[src/rv_consts.svh]
`ifndef RV_CONSTS_SVH
`define RV_CONSTS_SVH

// instruction memory, word addressed
`define RV_IMEM_WORDS 256
`define RV_IMEM_AW 8

// SW to this byte address drives the I/O register
`define RV_IO_ADDR 32'h0000_0100

// base opcodes, instr[6:0]
`define RV_OP_R 7'b0110011
`define RV_OP_I 7'b0010011
`define RV_OP_LUI 7'b0110111
`define RV_OP_AUIPC 7'b0010111
`define RV_OP_JAL 7'b1101111
`define RV_OP_JALR 7'b1100111
`define RV_OP_BR 7'b1100011
`define RV_OP_ST 7'b0100011

`endif

[src/rv_pkg.sv]
`default_nettype none

package rv_pkg;

    typedef logic [31:0] word_t;
    typedef logic [4:0] reg_idx_t;

    // operation applied by the execute-stage ALU
    typedef enum logic [3:0] {
        alu_add,
        alu_sub,
        alu_and,
        alu_or,
        alu_xor,
        alu_slt,
        alu_sltu,
        alu_sll,
        alu_srl,
        alu_sra,
        alu_pass_b
    } alu_op_t;

    // source of an execute operand
    typedef enum logic [1:0] {
        fwd_rf,
        fwd_wb,
        fwd_zero
    } fwd_sel_t;

endpackage

`default_nettype wire

[src/io_port.sv]
`timescale 1ns/1ps
`default_nettype none

module io_port (
    input  wire                 clk,
    input  wire                 rst,
    input  wire                 wr,
    input  wire rv_pkg::word_t  wr_data,
    input  wire rv_pkg::word_t  pc,
    output logic [15:0]         io_data,
    output logic                io_valid,
    output logic [6:0]          seg_0,
    output logic [6:0]          seg_1,
    output logic [6:0]          seg_2,
    output logic [6:0]          seg_3,
    output logic [6:0]          seg_pc_lo,
    output logic [6:0]          seg_pc_hi
);

    // hex digit to segments, bit 0 = a up to bit 6 = g, lit when high
    function automatic logic [6:0] hex7(input logic [3:0] nib);
        case (nib)
            4'h0:    hex7 = 7'h3f;
            4'h1:    hex7 = 7'h06;
            4'h2:    hex7 = 7'h5b;
            4'h3:    hex7 = 7'h4f;
            4'h4:    hex7 = 7'h66;
            4'h5:    hex7 = 7'h6d;
            4'h6:    hex7 = 7'h7d;
            4'h7:    hex7 = 7'h07;
            4'h8:    hex7 = 7'h7f;
            4'h9:    hex7 = 7'h6f;
            4'ha:    hex7 = 7'h77;
            4'hb:    hex7 = 7'h7c;
            4'hc:    hex7 = 7'h39;
            4'hd:    hex7 = 7'h5e;
            4'he:    hex7 = 7'h79;
            default: hex7 = 7'h71;
        endcase
    endfunction

    always_ff @(posedge clk) begin
        if (rst) begin
            io_data  <= '0;
            io_valid <= 1'b0;
        end else begin
            io_valid <= wr;
            if (wr) begin
                io_data <= wr_data[15:0];
            end
        end
    end

    assign seg_0     = hex7(io_data[3:0]);
    assign seg_1     = hex7(io_data[7:4]);
    assign seg_2     = hex7(io_data[11:8]);
    assign seg_3     = hex7(io_data[15:12]);
    // word index of the fetch address
    assign seg_pc_lo = hex7(pc[5:2]);
    assign seg_pc_hi = hex7(pc[9:6]);

endmodule

`default_nettype wire

[config.mk]
export PLATFORM = sky130hd
export DESIGN_NAME = io_port
export DESIGN_NICKNAME = d
export VERILOG_FILES = /design/src/rv_consts.svh /design/src/rv_pkg.sv /design/src/io_port.sv
export SDC_FILE = /design/constraint.sdc
export NUM_CORES = 1
export LEC_CHECK = 0
export ABC_AREA = 1
export BUFFER_PORTS_ARGS = -buffer_cell sky130_fd_sc_hd__buf_2
export CORE_ASPECT_RATIO = 1.5
export CORE_MARGIN = 5
export CORE_UTILIZATION = 53
export DETAILED_ROUTE_END_ITERATION = 16
export PLACE_DENSITY = 0.84
export SLEW_MARGIN = 30
export SYNTH_ARGS = -nofsm -noshare
export SYNTH_HDL_FRONTEND = slang
export SYNTH_SLANG_ARGS = --single-unit
export TNS_END_PERCENT = 1
[constraint.sdc]
create_clock -name clk -period 5.1 [get_ports clk]
set_clock_uncertainty 0.05 [all_clocks]
set_input_delay 1.02 -clock clk [delete_from_list [all_inputs] [get_ports clk]]
set_output_delay 1.02 -clock clk [all_outputs]
set_load 0.01 [all_outputs]
Yosys cells after proc, flatten, opt, wreduce, memory -nomap -nowiden
Memories as Yosys holds them, arrays and structs flattened. A register that Yosys moved wholly into a read port is not among the register bits.
Cells that the tools add are included.
- add/subtract/negate cells: 0
- multipliers: 0
- divide/modulo/power cells: 0
- $lt $le $gt $ge: 0
- equal/unequal tests: 0
- shift-type cells: 0
- multiplexer cells: 8
- bitwise logic cells: 0
- reductions and logical operators: 0
- operators by type and width (cell ; count):
    $mux W4 ; 8
- flip-flop bits (word level): 17
- bits in latches: 0
- RAM bits: 0
- ROM bits: 672
- input port bits: 67
- memories: 6
- memory list (memory ; words ; bits a word ; read ports ; clocked after Yosys merged registers in ; wr ports ; RTL line ; RTL):
    (name not given) ; 16 ; 7 ; 1 ; 0 ; 0 ; io_port.sv:22 ; case (nib)
    (name not given) ; 16 ; 7 ; 1 ; 0 ; 0 ; io_port.sv:22 ;
    (name not given) ; 16 ; 7 ; 1 ; 1 ; 0 ; io_port.sv:22 ;
    (name not given) ; 16 ; 7 ; 1 ; 1 ; 0 ; io_port.sv:22 ;
    (name not given) ; 16 ; 7 ; 1 ; 1 ; 0 ; io_port.sv:22 ;
    (name not given) ; 16 ; 7 ; 1 ; 1 ; 0 ; io_port.sv:22 ;

Longest topological paths before layout
- depth after elaboration: 2
- depth in mapped cells: 13
- depth with buffers taken out: 10

Least setup slack after synthesis
OpenSTA, ideal clock, no wires.
- path kind: input port to output port
- start point: input port pc[7]
- end point: output port seg_pc_hi[0]
- arrival time: 1700 ps
- required time: 4030 ps
- path slack: 2330 ps
- cell stages on the path: 5
- cell sequence: inv_1 > ha_1 > inv_1 > o21ai_0 > o21ai_0
- cells in the longest elaborated chain, start to end: 1
- ends and longest elaborated chain (what ; RTL line ; RTL):
    start, declared ; io_port.sv:9 ; input wire rv_pkg::word_t pc,
    $mem_v2 Z16 W7 ; - ;
    end, declared ; io_port.sv:17 ; output logic [6:0] seg_pc_hi
Every way passes these cells.

Worst setup path after layout
- start point: input port pc[3]
- end point: output port seg_pc_lo[1]
- cells in the longest elaborated chain, start to end: 1
- ends and longest elaborated chain (what ; RTL line ; RTL):
    $mem_v2 Z16 W7 ; - ;
    end, declared ; io_port.sv:16 ; output logic [6:0] seg_pc_lo,
Every way passes these cells.

==> summary.md <==
| Metric | Value |
|---|---|
| Clock power frac | `24.3%` |
| Most common cell in the netlist | `nand2_1` |
| Combinational share of power | `29.3%` |
| Top post-synthesis cells by count | `nand2_1 (111), inv_1 (67), nand3_1 (49)` |
| Final nets | `613` |
| DRC Markers | `0` |
| Ys async rst share | `0%` |
| Sw Ratio | `32.6%` |
| Die Footprint | `7470 um^2` |
| Crit path cell chain | `buf_2 -> inv_1 -> ha_1 -> a21oi_1 -> o21bai_1 -> buf_2` |
| Die Ht | `103 um` |
| FP Rows | `34` |
| Drt first-iter violations | `78` |
| Post-synth top area share | `29.2%` |
| Post-route ant nets | `0` |
| CTS Buf Count | `5` |
| Hpwl dp | `5320 um` |
| I/O pins | `126` |
| Setup WS pre-CTS | `1.99 ns` |
| Slew Limit Headroom | `54.9%` |
| Int Pwr | `580 uW` |
| First-pass GRT wire length | `10,700 um` |
| Wirelength, routed | `6540 um` |
| Longest Clk Path Bufs | `2` |
| Vias in the first global route | `2,639` |
| Largest net degree at the start of global routing | `30` |
| Total negative slack | `0 ns` |
| Worst Path Required | `4.03 ns` |
| Status | `finished clean` |
| Syn_nets | `529` |
| Slew @ Worst Pin | `0.677 ns` |
| Worst-path clk slew | `0.08 ns` |
| Register area share after synthesis | `29.2%` |
| Final setup violation count | `0` |
| CTS tree | `yes` |
| Sequential share of power | `46.4%` |
| Vias/cell | `4.89` |
| #FFs+latches synth | `45` |
| EDFF count, synth | `0` |
| Pleak | `0.00205 uW` |
| Post-Synth XOR/XNOR Area | `0%` |
| RSZ-0062 raised after global routing | `no` |
| Max stage delay on crit path | `0.29 ns` |
| Ranking of synthesized cells by area | `dfxtp_1 (29%), ha_1 (17%), nand2_1 (14%)` |
| Tcrit/Tclk final | `60.7%` |
| Final worst slack | `2.00 ns` |
| Final min period | `3.10 ns` |
| Vias post-DR | `2,820` |
| Initial antenna violation count | `0` |
| Most used cell, CP | `buf_2` |
| Port buffer count | `85` |
| Switch Pwr | `280 uW` |
| Critical Path Start Type | `input port` |
| Critical path endpoint category | `output pin` |
| Area leader, netlist | `dfxtp_1` |
| Ant diodes | `0` |
| Crit path max fanout | `5` |
| CTS Hold Bufs | `0` |
| Cells after DPL | `569` |
| Crit Path Class | `input port to output pin` |
| CP max-delay cell | `ha_1` |
| Critical Path AT | `2.03 ns` |
| Post-CTS sizing | `0` |
| Setup bufs post-CTS | `0` |
| Wire length per cell | `11.3 um` |
| Core area | `5740 um^2` |
| Fmax | `323 MHz` |
| Area of the multi-input gates | `1830 um^2` |
| Max rail drop VDD | `0.000107 V` |
| Final hold vios | `0` |
| Synth Area in Simple Gates | `35.9%` |
| Post-route insts no fill | `577` |
| Yosys warns | `0` |
| Hold crit path type | `flop to flop` |
| GPL Wtd Cong | `0.932` |
| Mux cell area share after synthesis | `0%` |
| Most used flip-flop cell after synthesis | `dfxtp_1` |
| H-tree levels | `2` |
| Clock sink count | `45` |
| PD cells | `240 nW/um^2` |
| Die width | `72.2 um` |
| Adder-cell share of the synthesized area | `17.1%` |
| GRT Total Usage | `17.9%` |
| Yosys cell types | `26` |
| Area grow syn2layout | `16.5%` |
| Starting Density | `53.6%` |
| Drt pass-1 iters | `6` |
| Compound-Gate Fraction of Synth Area | `6.38%` |
| Total grt overflow | `0` |
| Final Max Slew Viols | `0` |
| Sequential cell area | `901 um^2` |
| Cell Area, Synth | `3080 um^2` |
| Root buffer cell | `clkbuf_8` |
| Share of layout cells above drive strength 1 | `26.7%` |
| Mapped Cells | `420` |
| Max-Cap Viols | `0` |
| Fill cell count | `547` |
| Worst hold slack | `0.523 ns` |
| Clock Latency Late Sink | `0.28 ns` |
| Largest family of logic cells by synthesized area | `simple AND/OR/NAND/NOR gates` |
| Mean Syn Cell Area | `7.33 um^2` |
## layer usage
metal | track usage, % | part of all wire [%]
met5 | 0 | 0
met4 | 7.53 | 2.4
met3 | 4.55 | 8.3
met2 | 35.4 | 53
met1 | 17.0 | 36
## worst paths after layout
check / start / endpoint / slack [ns] / cells after the start
setup reg to reg: io_data[1] / seg_0[5] / 3.58 / 8
hold reg to reg: io_data[11] / io_data[11] / 0.52 / 2
hold / removal: io_data[11] / io_data[11] / 0.52 / 2
setup / recovery: pc[3] / seg_pc_lo[1] / 2.00 / 6
## placed cells by master, fill, tap and decap left out, types with 10 or more instances in the layout
| cell type | n |
|---|---|
| nand2_1 | 111 |
| buf_2 | 85 |
| inv_1 | 67 |
| nand3_1 | 49 |
| dfxtp_1 | 45 |
| ha_1 | 42 |
| nor2_1 | 20 |
| nand2_2 | 11 |
| nor2_4 | 10 |
| o21ai_0 | 10 |
## through the flow
step	power [uW]	cell area, um^2	utilization, %
global placement	654	3510	61.1
global route	921	3590	62.5
detailed placement	662	3510	61.1
CTS	869	3590	62.5
finish	860	3590	62.5
floorplan	579	3080	-
## power groups by stage
stage	registers (uW)	logic (uW)	clock network (uW)
after floorplan	428	151	0
after global placement	407	247	0
after detailed placement	408	254	0
after CTS	400	255	214
after global routing	403	286	232
final	399	252	209
## sequential cells by signal (all words and copies together), names as in the netlist
name	cells
io_data	16
seg_0	7
seg_1	7
seg_2	7
seg_3	7
io_valid	1
## cell type report
type / instances / area share (%)
timing repair buffer: 85 / 11.9
clock buffer: 8 / 2.23
multi-input combinational: 297 / 50.9
inverter: 70 / 7.36
tap: 72 / 2.51
sequential: 45 / 25.1
## logic make-up (layout without fill, tap and decap cells)
logic type,count (synthesis),count (layout)
simple gates,224,224
fa+ha+maj,42,42
flops,45,45
buf+inv,78,163
compound gates,31,31
## worst max-delay path, delay by kind of cell
| family | cells | cell delay, ns |
|---|---|---|
| buffers and inverters | 3 | 0.37 |
| AOI/OAI and AO/OA | 2 | 0.34 |
| adders and majority gates | 1 | 0.29 |
Note: power is estimated with default switching activity, not from simulation.
