`config.mk`:
```
export PLATFORM = sky130hd
export DESIGN_NAME = decoder
export DESIGN_NICKNAME = d
export VERILOG_FILES = /design/src/rv_pkg.sv /design/src/decoder.sv
export VERILOG_INCLUDE_DIRS = /design/src /design/src/src
export SDC_FILE = /design/constraint.sdc
export NUM_CORES = 1
export LEC_CHECK = 0
export ABC_CLOCK_PERIOD_IN_PS = 1640
export BUFFER_PORTS_ARGS = -buffer_cell sky130_fd_sc_hd__buf_2
export CAP_MARGIN = 20
export CORE_MARGIN = 1.5
export CORE_UTILIZATION = 35
export DETAILED_ROUTE_END_ITERATION = 10
export PLACE_DENSITY_LB_ADDON = 0.12
export SYNTH_ARGS = -nofsm -noshare
export SYNTH_HDL_FRONTEND = slang
export SYNTH_SLANG_ARGS = --single-unit
```
`constraint.sdc`:
```
create_clock -name vclk -period 1.64
set_input_delay 0.082 -clock vclk [all_inputs]
set_output_delay 0.082 -clock vclk [all_outputs]
set_load 0.005 [all_outputs]
```
`src/rv_consts.svh`:
```
`ifndef RV_CONSTS_SVH
`define RV_CONSTS_SVH

// instruction memory, word addressed
`define RV_IMEM_WORDS 256
`define RV_IMEM_AW 8

// SW to this byte address drives the I/O register
`define RV_IO_ADDR 32'h0000_0100

// base opcodes, instr[6:0]
`define RV_OP_R 7'b0110011
`define RV_OP_I 7'b0010011
`define RV_OP_LUI 7'b0110111
`define RV_OP_AUIPC 7'b0010111
`define RV_OP_JAL 7'b1101111
`define RV_OP_JALR 7'b1100111
`define RV_OP_BR 7'b1100011
`define RV_OP_ST 7'b0100011

`endif

```
`src/rv_pkg.sv`:
```
`default_nettype none

package rv_pkg;

    typedef logic [31:0] word_t;
    typedef logic [4:0] reg_idx_t;

    // operation applied by the execute-stage ALU
    typedef enum logic [3:0] {
        alu_add,
        alu_sub,
        alu_and,
        alu_or,
        alu_xor,
        alu_slt,
        alu_sltu,
        alu_sll,
        alu_srl,
        alu_sra,
        alu_pass_b
    } alu_op_t;

    // source of an execute operand
    typedef enum logic [1:0] {
        fwd_rf,
        fwd_wb,
        fwd_zero
    } fwd_sel_t;

endpackage

`default_nettype wire

```
`src/decoder.sv`:
```
`timescale 1ns/1ps
`default_nettype none
`include "rv_consts.svh"

module decoder (
    input  wire rv_pkg::word_t  instr,
    output rv_pkg::reg_idx_t    rs1,
    output rv_pkg::reg_idx_t    rs2,
    output rv_pkg::reg_idx_t    rd,
    output rv_pkg::word_t       imm,
    output rv_pkg::alu_op_t     alu_op,
    output logic                use_imm,
    output logic                reg_write,
    output logic                is_branch,
    output logic                branch_ne,
    output logic                is_jal,
    output logic                is_jalr,
    output logic                is_store,
    output logic                op1_pc,
    output logic                op1_zero
);

    logic [6:0] opcode;
    logic [2:0] funct3;

    // funct3 plus the alternate bit (sub, sra) to an ALU operation
    function automatic rv_pkg::alu_op_t alu_sel(input logic [2:0] f3, input logic alt);
        case (f3)
            3'b000:  alu_sel = alt ? rv_pkg::alu_sub : rv_pkg::alu_add;
            3'b001:  alu_sel = rv_pkg::alu_sll;
            3'b010:  alu_sel = rv_pkg::alu_slt;
            3'b011:  alu_sel = rv_pkg::alu_sltu;
            3'b100:  alu_sel = rv_pkg::alu_xor;
            3'b101:  alu_sel = alt ? rv_pkg::alu_sra : rv_pkg::alu_srl;
            3'b110:  alu_sel = rv_pkg::alu_or;
            default: alu_sel = rv_pkg::alu_and;
        endcase
    endfunction

    assign opcode = instr[6:0];
    assign funct3 = instr[14:12];
    assign rs1    = instr[19:15];
    assign rs2    = instr[24:20];
    assign rd     = instr[11:7];

    always_comb begin
        imm       = '0;
        alu_op    = rv_pkg::alu_add;
        use_imm   = 1'b0;
        reg_write = 1'b0;
        is_branch = 1'b0;
        branch_ne = 1'b0;
        is_jal    = 1'b0;
        is_jalr   = 1'b0;
        is_store  = 1'b0;
        op1_pc    = 1'b0;
        op1_zero  = 1'b0;
        case (opcode)
            `RV_OP_R: begin
                alu_op    = alu_sel(funct3, instr[30]);
                reg_write = 1'b1;
            end
            `RV_OP_I: begin
                imm       = {{20{instr[31]}}, instr[31:20]};
                // bit 30 only selects srai, addi never subtracts
                alu_op    = alu_sel(funct3, instr[30] & (funct3 == 3'b101));
                use_imm   = 1'b1;
                reg_write = 1'b1;
            end
            `RV_OP_LUI: begin
                imm       = {instr[31:12], 12'b0};
                alu_op    = rv_pkg::alu_pass_b;
                use_imm   = 1'b1;
                op1_zero  = 1'b1;
                reg_write = 1'b1;
            end
            `RV_OP_AUIPC: begin
                imm       = {instr[31:12], 12'b0};
                use_imm   = 1'b1;
                op1_pc    = 1'b1;
                reg_write = 1'b1;
            end
            `RV_OP_JAL: begin
                imm       = {{11{instr[31]}}, instr[31], instr[19:12], instr[20],
                             instr[30:21], 1'b0};
                is_jal    = 1'b1;
                reg_write = 1'b1;
            end
            `RV_OP_JALR: begin
                // alu sum rs1 + imm is the jump target
                imm       = {{20{instr[31]}}, instr[31:20]};
                use_imm   = 1'b1;
                is_jalr   = 1'b1;
                reg_write = 1'b1;
            end
            `RV_OP_BR: begin
                imm       = {{19{instr[31]}}, instr[31], instr[7], instr[30:25],
                             instr[11:8], 1'b0};
                alu_op    = rv_pkg::alu_sub;
                // only beq and bne
                is_branch = (funct3[2:1] == 2'b00);
                branch_ne = funct3[0];
            end
            `RV_OP_ST: begin
                imm       = {{20{instr[31]}}, instr[31:25], instr[11:7]};
                use_imm   = 1'b1;
                is_store  = (funct3 == 3'b010);
            end
            default: begin
                imm = '0;
            end
        endcase
    end

endmodule

`default_nettype wire

```
## Word level (Yosys, flattened, before mapping)

Index checks and enable logic that the tools add are counted.

- Bitwise gates (word level): 1
- Muxes and demuxes: 17
- Equal/unequal tests: 14
- Reduce and logical (&&, ||, !) cells: 6

Operators by type and width:

| operator | count |
|---|---|
| $pmux W32 S5 | 1 |
| $pmux W4 S7 | 2 |
| $eq A7 B6 Y1 const B | 3 |
| $eq A7 B7 Y1 const B | 3 |
| $pmux W4 S4 | 1 |
| $eq A7 B5 Y1 const B | 2 |
| $mux W1 | 13 |
| $eq A3 B3 Y1 const B | 3 |
| $eq A3 B2 Y1 const B | 2 |
| $reduce_or A6 Y1 | 1 |
| $reduce_or A5 Y1 | 1 |
| $reduce_or A2 Y1 | 2 |
| $eq A3 B1 Y1 const B | 1 |
| $logic_not A3 Y1 | 1 |
| $logic_not A2 Y1 | 1 |
| $and A1 B1 Y1 | 1 |

- Bits of input ports: 32
- Output and inout port bits: 60
- Word-level logic and storage cells: 38
- Flip-flop bits (word level): 0

## Logic depth before layout (Yosys ltp)

Gate-level depths: netlist of run 1.

- Word-level depth: 5
- Gate-level depth with buffers: 6
- Gate-level depth less buffers: 4

## Least setup slack after synthesis of run 1

Ideal clock, no wire load.

- Kind: input-to-output
- Start: in instr[5]
- End: out imm[20]
- Buffers on the path: 2
- Arrival time: 1.277 ns
- Required time: 1.558 ns
- Stages on the path: 6
- Slack: 0.281 ns
- Cell sequence: buf_6 > or3b_4 > a211o_1 > a21boi_2 > buf_6 > a21o_1

- Word-level cells in the longest chain between the ends: 3
- Elaborated cells between the ends (all ways): 10
- Those cells by class: eq/ne: 7; mux: 1; reduce/logical: 2

Ends and longest elaborated chain:

| what | RTL line | source |
|---|---|---|
| from (decl) | decoder.sv:6 | `input wire rv_pkg::word_t instr,` |
| $eq A7 B5 Y1, or another cell as far along | decoder.sv:58 | `case (opcode)` |
| $reduce_or A2 Y1 (no line) | n/a |  |
| $pmux W32 S5 * | decoder.sv:58 |  |
| to (decl) | decoder.sv:10 | `output rv_pkg::word_t imm,` |

Mark *: on every way between the ends. The rest lies on a longest branch, timed or not.

## Worst setup path after layout of run 1

- Start: in instr[6]
- End: out imm[27]

Same word-level chain as after synthesis.

==> flow_summary_export.csv, run 1 <==
group,metric,value,unit
finish,area_delta_synth_final,52.5,%
global_route,grt_pass1_wl,3.71,mm
timing,setup_viol,0,
power_and_ir_drop,p_sw,0.0841,mW
synth,ys_top_cells_by_area,"a21o_1, buf_4, and2_1, nand2_1, a22o_1",
synth,netlist-cell-type-count,34,
timing,rsz0062_at_grt,"false",
power_and_ir_drop,peakVddDrop,0.0944,mV
synth,synthAdderAreaFrac,0,%
power_and_ir_drop,p_total,0.168,mW
global_route,grt_pass1_vias,880,
finish,num_antenna_cells,0,
synth,synth.cells.most_frequent,"a21o_1, buf_4, nand2_1",
timing,fin_crit_sh,92.6,%
timing,relSlewSlack,67.7,%
die,start_util,37.8,%
synth,yosysMostFrequentCell,"a21o_1",
critical_path,crit_required,1.56,ns
finish,nNetsFinal,223,
critical_path,setup.worst_path.start_class,"input port",
finish,utilization,57.6,%
timing,worst_slew_pin_slew,0.480,ns
finish,seq_cells,0,
die,design.core.area,1980,sq um
status,status,"finished clean",
clock_network,cts_setup_buffers,0,
detailed_routing,drt_iter0_drc,16,
die,row_count,16,
critical_path,critical_path_arrival,1.44,ns
place,gp_congestion,0.715,
worst_hold_path,min_to,"rs1[3]",
synth,ys_seq_area_share,0,%
detailed_routing,drc,0,
global_route,grt_antenna_before_repair,0,
synth,synth_nets,145,
synth,yosys.area_share.simple,33.9,%
timing,finalSetupTns,0,ns
synth,synth_xor_area_share,1.17,%
global_route,met3_usage,0.920,%
detailed_routing,vias,1072,
finish,nClkBuffers,0,
detailed_routing,antenna_left,0,
power_and_ir_drop,sw_frac_of_total,50.2,%
synth,syn_avg_cell_area,6.62,sq um
synth,synth-compound-area-share,40.8,%
finish,drive_gt1_share,54.0,%
synth,synth_top_area_share,20.1,%
die,die_x,49.2,um
power_and_ir_drop,clkPwrFrac,0,%
power_and_ir_drop,p_leak,0.886,nW
die,dieHeight,49.2,um
power_and_ir_drop,powerDensity,147,nW/um^2
synth,syn-cell-area,748,sq um
finish,seqCellArea,0,sq um
critical_path,worstPathMaxFanout,11,
global_route,gr-total-overflow,0,
power_and_ir_drop,p_int,0.0835,mW
synth,synthCells,113,
global_route,grt_util_all_layers,17.9,%
power_and_ir_drop,p_comb_share,100.0,%
timing,finalHoldViolCount,0,
place,dpl.hpwl,2.03,mm
die,fp.dieArea,2420,sq um
synth,synth_top_family_by_area,"compound AO/OA/AOI/OAI gates",
worst_hold_path,min_path_type,"input port to output pin",
worst_hold_path,hp-start,"instr[18]",
global_route,grt-busiest-layer,"met2",
detailed_routing,vias_per_cell,4.96,
worst_hold_path,whs_path_depth,2,
synth,yosys_warnings,0,
power_and_ir_drop,seq_power_share,0,%
clock_network,cts_resized,0,
detailed_routing,drtPass1Iterations,4,
detailed_routing,wire_per_inst,11.2,um
critical_path,path_class,"input port to output pin",
finish,postLayoutCellArea,1140,sq um
clock_network,cts-hold-fix-buffers,0,
die,boundaryPins,92,
synth,synth_area_leader_cell,"a21o_1",
global_route,use_met2,32.0,%
place,place_area,1140,sq um
timing,fmax,0.658,GHz
critical_path,endpoint_kind,"output pin",
detailed_routing,drt-total-wl,2.42,mm
place,port_buffers,92,
synth,synthMuxAreaShare,2.84,%
global_route,grt_max_degree,15,
timing,drv_slew,0,
job,drv_cap,0,
timing,hold_ws,0.346,ns
global_route,grt_util_met1,23.1,%
timing,period_needed,1.52,ns
## worst max-delay path, stage by stage
cell and delay, ns:
buf_2 0.11, or3b_4 0.40, a211o_1 0.32, a21boi_2 0.14, buf_4 0.18, a21o_1 0.11
buf_2 0.11
## placed cells by master (no fill, tap or decap), types with 3 or more instances in the layout
master / netlist / layout
a21o_1: 20 / 20
a21oi_1: 3 / 3
a22o_1: 4 / 4
and2_1: 7 / 7
and3_1: 3 / 3
buf_2: 1 / 92
buf_4: 15 / 4
nand2_1: 10 / 10
nor2_1: 7 / 7
nor2b_1: 3 / 3
nor3_1: 4 / 4
o21ai_0: 7 / 7
## layer usage
metal | vias to the layer above | share of wire, % | routed length (um)
met1 | 476 | 43 | 1040
li1 | 547 | - | -
met5 | - | 0 | 0
met4 | 0 | 1.2 | 29
met3 | 4 | 7.0 | 169
met2 | 45 | 49 | 1180
## layout make-up
type | count | area, sq um
tap | 27 | 33.8
inverter | 2 | 7.51
timing repair buffer | 97 | 510
multi-input combinational | 90 | 589
fill | 212 | 841
## power by group through the flow
stage / registers, mW / logic [mW] / clock network, mW
5_1_grt: 0 / 0.185 / 0
2_1_floorplan: 0 / 0.0943 / 0
3_5_place_dp: 0 / 0.168 / 0
3_3_place_gp: 0 / 0.164 / 0
6_report: 0 / 0.168 / 0
4_1_cts: 0 / 0.168 / 0
## cells by family after synthesis
logic type / count (synthesis)
simple gates: 45
compound gates: 42
buf+inv: 23
mux: 2
xor+xnor: 1
## metrics by stage
step / std cells / worst slack [ns]
global route: 216 / 0.0147
global placement: 216 / 0.152
CTS: 216 / 0.124
detailed placement: 216 / 0.126
floorplan: 113 / 0.281
finish: 216 / 0.121
## worst max-delay path by stage
stage	startpoint	endpoint	slack, ns	cells past startpoint
CTS	instr[6]	imm[30]	0.12	7
floorplan	instr[5]	imm[20]	0.28	6
global route	instr[6]	imm[4]	0.01	8
global placement	instr[6]	imm[20]	0.15	7
detailed placement	instr[6]	imm[30]	0.13	7
finish	instr[6]	imm[27]	0.12	7
Note: power is estimated with default switching activity, not from simulation.
==> inputs of run 2 (changes only) <==
Settings changed: CORE_ASPECT_RATIO set to 1.25.
==> run 2 against run 1 <==
The flow now finishes with violations (design-rule violations). Via count grew 2.2%. Sequential share of layout area unchanged. First-iteration DRC count increased by 120%. Core utilization fell by 1.6 points. Critical path type unchanged. Critical endpoint is now imm[28]. Highest routed layer is now met3.
==> flow_summary_export.csv, run 2 (same netlist as run 1, synthesis figures left out) <==
group,metric,value,unit
timing,finalSetupTns,0,ns
power_and_ir_drop,powerDensity,148,nW/um^2
finish,drive_gt1_share,54.5,%
power_and_ir_drop,p_total,0.166,mW
finish,layoutNonFillerInstCount,209,
timing,fmax,0.663,GHz
critical_path,worstPathMaxFanout,11,
detailed_routing,antenna_left,0,
timing,fin_crit_sh,92.0,%
job,drv_cap,0,
finish,seqCellArea,0,sq um
place,dp_cells,209,
power_and_ir_drop,seq_power_share,0,%
global_route,grt_max_degree,15,
critical_path,worstPathCellList,"buf_2 > or3b_4 > a211o_1 > a21boi_2 > buf_4 > a21o_1 > buf_2",
timing,worst_slew_pin_slew,0.438,ns
critical_path,crit_required,1.56,ns
critical_path,cp_common_cell,"buf_2",
detailed_routing,drt_iter0_drc,35,
worst_hold_path,min_to,"rs1[4]",
global_route,grt_util_all_layers,17.4,%
power_and_ir_drop,p_leak,0.882,nW
timing,setup_viol,0,
die,fp.dieArea,2430,sq um
critical_path,critical_path_arrival,1.43,ns
timing,setup_ws,0.132,ns
power_and_ir_drop,p_comb_share,100.0,%
timing,drv_slew,0,
status,violations,"design-rule violations",
finish,area_delta_synth_final,49.8,%
worst_hold_path,min_path_type,"input port to output pin",
detailed_routing,drt-total-wl,2.36,mm
critical_path,crit_path_top_delay_cell,"or3b_4",
power_and_ir_drop,p_sw,0.0831,mW
global_route,gr-total-overflow,0,
power_and_ir_drop,p_int,0.0830,mW
timing,period_needed,1.51,ns
global_route,grt_pass1_vias,840,
place,dpl.hpwl,1.99,mm
clock_network,cts-hold-fix-buffers,0,
timing,relSlewSlack,70.6,%
critical_path,critPathBufInv,3,
finish,layout_commonest_cell,"buf_2",
worst_hold_path,whs_path_depth,2,
power_and_ir_drop,peakVddDrop,0.0767,mV
power_and_ir_drop,clkPwrFrac,0,%
global_route,grt_antenna_before_repair,0,
detailed_routing,drtPass1Iterations,8,
critical_path,slowest_delay,0.40,ns
die,boundaryPins,92,
finish,seq_cells,0,
die,design.core.area,2000,sq um
critical_path,cp_top_family,"compound AO/OA/AOI/OAI gates",
finish,nClkBuffers,0,
detailed_routing,wire_per_inst,11.3,um
critical_path,path_depth,7,
timing,rsz0062_at_grt,"false",
timing,hold_ws,0.346,ns
critical_path,endpoint_kind,"output pin",
finish,postLayoutCellArea,1120,sq um
finish,nNetsFinal,223,
global_route,grt_pass1_wl,3.35,mm
place,place_area,1120,sq um
critical_path,path_class,"input port to output pin",
place,port_buffers,92,
place,pre_cts_ws,0.131,ns
finish,final_cell_mix,"buf_2, a21o_1, nand2_1",
finish,utilization,55.9,%
worst_hold_path,hp-start,"instr[19]",
critical_path,setup.worst_path.start_class,"input port",
finish,num_antenna_cells,0,
status,status,"finished, violations left",
detailed_routing,drc,9,
die,start_util,37.3,%
detailed_routing,vias,1096,
die,die_x,44.4,um
die,row_count,18,
power_and_ir_drop,sw_frac_of_total,50.0,%
detailed_routing,vias_per_cell,5.24,
die,dieHeight,54.7,um
place,gp_congestion,0.859,
timing,finalHoldViolCount,0,
## run 2: cell count changes in the layout (fill, tap and decap cells not counted)
cell,change
and3_2,+1
and3_1,-1
buf_12,-1
buf_4,+1
## run 2: worst max-delay path by stage
| stage | to | slack (ns) | from |
|---|---|---|---|
| 6_report | imm[28] | 0.13 | instr[6] |
| 5_1_grt | imm[29] | 0.04 | instr[2] |
| 4_1_cts | imm[19] | 0.13 | instr[6] |
| 3_5_place_dp | imm[22] | 0.13 | instr[6] |
| 3_3_place_gp | imm[25] | 0.15 | instr[6] |
| 2_1_floorplan | imm[20] | 0.28 | instr[5] |
## run 2: power by group through the flow
stage | logic, mW | registers (mW) | clock network, mW
finish | 0.166 | 0 | 0
global route | 0.183 | 0 | 0
CTS | 0.167 | 0 | 0
detailed placement | 0.166 | 0 | 0
global placement | 0.163 | 0 | 0
floorplan | 0.0943 | 0 | 0
## run 2: area by class of cell
type               count  area [sq um]
fillers              204           883
repair buffers        97           498
inverters              2          7.51
multi-input cells     90           591
well taps             20          25.0
## run 2: what timing repair did
| item | CTS | global route |
|---|---|---|
| endpoints found under the setup margin | 0 | 3 |
| setup buffers | 0 | 0 |
| endpoints found under the hold margin | 0 | 0 |
| gates resized for setup | 0 | 1 |
## run 2: routing by layer
layer | track usage, % | wire (um) | vias up
met2 | 37.0 | 1240 | 64
met3 | 0.990 | 233 | 0
met5 | 0 | 0 | -
met1 | 18.6 | 894 | 485
met4 | 2.53 | 0 | 0
li1 | - | - | 547
==> inputs of run 3 (changes only) <==
Settings changed: PLACE_DENSITY set to 0.86, PLACE_DENSITY_LB_ADDON 0.12 to unset.
==> run 3 against run 2 <==
The flow still finishes with violations (design-rule violations). Core utilization grew 1.1 points. Die area is the same. Design area grew 1.9%. Highest routed layer unchanged.
==> flow_summary_export.csv, run 3 (same netlist as run 1, synthesis figures left out) <==
group,metric,value,unit
global_route,grt_antenna_before_repair,0,
power_and_ir_drop,powerDensity,150,nW/um^2
place,dp_cells,212,
die,row_count,18,
timing,worst_slew_pin_slew,0.442,ns
finish,seq_cells,0,
timing,relSlewSlack,70.2,%
finish,final_cell_mix,"buf_2, a21o_1, nand2_1, buf_4",
critical_path,worstPathMaxFanout,6,
die,dieHeight,54.7,um
finish,nFillCells,203,
finish,layout_commonest_cell,"buf_2",
timing,finalHoldViolCount,0,
critical_path,cp-startpoint,"instr[6]",
status,status,"finished, violations left",
detailed_routing,wire_per_inst,12.0,um
timing,period_needed,1.50,ns
finish,layoutNonFillerInstCount,212,
finish,nClkBuffers,0,
timing,setup_viol,0,
global_route,grt_max_degree,15,
timing,finalSetupTns,0,ns
timing,fmax,0.666,GHz
timing,drv_slew,0,
critical_path,crit_required,1.56,ns
job,drv_cap,0,
finish,seqCellArea,0,sq um
die,fp.dieArea,2430,sq um
detailed_routing,vias_per_cell,5.28,
finish,multi_input_area,589,sq um
worst_hold_path,min_path_type,"input port to output pin",
finish,area_delta_synth_final,52.7,%
timing,fin_crit_sh,91.6,%
detailed_routing,drt_iter0_drc,39,
place,gp_congestion,0.782,
worst_hold_path,whs_path_depth,2,
critical_path,setup.worst_path.start_class,"input port",
finish,num_antenna_cells,0,
timing,rsz0062_at_grt,"false",
detailed_routing,vias,1119,
global_route,gr-total-overflow,0,
critical_path,critical_path_arrival,1.42,ns
finish,drive_gt1_share,54.7,%
clock_network,cts_resized,0,
status,violations,"design-rule violations",
place,dpl.hpwl,2.19,mm
global_route,grt_pass1_vias,870,
clock_network,cts-hold-fix-buffers,0,
critical_path,path_class,"input port to output pin",
worst_hold_path,hp-start,"instr[10]",
detailed_routing,drc,10,
finish,nNetsFinal,226,
detailed_routing,drt-total-wl,2.54,mm
power_and_ir_drop,p_leak,0.899,nW
detailed_routing,drtPass1Iterations,7,
die,die_x,44.4,um
clock_network,cts_setup_buffers,0,
die,design.core.area,2000,sq um
die,boundaryPins,92,
place,port_buffers,92,
global_route,grt_util_all_layers,18.9,%
timing,hold_ws,0.347,ns
detailed_routing,antenna_left,0,
power_and_ir_drop,peakVddDrop,0.0839,mV
die,start_util,37.3,%
critical_path,endpoint_kind,"output pin",
global_route,grt_pass1_wl,3.59,mm
run 3: area by class of cell:
cell class	count	area share [%]
well taps	20	2.19
multi-input cells	90	51.6
repair buffers	100	45.6
inverters	2	0.657
run 3: through the flow:
stage	util (%)	cell area, sq um	setup WS (ns)	power [mW]
after floorplan	-	748	0.281	0.0943
after global placement	57.0	1140	0.158	0.168
after detailed placement	57.0	1140	0.131	0.171
after CTS	57.0	1140	0.128	0.171
after global routing	57.0	1140	0.0719	0.188
final	57.0	1140	0.138	0.172
run 3: worst max-delay path, cell delays in order:
cell	delay (ns)
buf_2	0.10
or3b_4	0.40
a211o_1	0.33
a21boi_2	0.16
buf_4	0.16
a21o_1	0.08
buf_2	0.10
run 3: worst paths after layout:
path	endpoint
max	imm[28]
min	rd[3]
run 3: routing by layer:
metal | vias to the layer above | wire, um | part of all wire [%] | GRT usage, %
met5 | - | 0 | 0 | 0
met4 | 0 | 0 | 0 | 0
met3 | 0 | 241 | 9.5 | 0.990
met2 | 69 | 1350 | 53 | 42.2
met1 | 496 | 951 | 37 | 19.6
li1 | 554 | - | - | -
run 3: power by group:
part	internal, mW	switching, mW
Clock	0	0
Sequential	0	0
Combinational	0.0851	0.0864
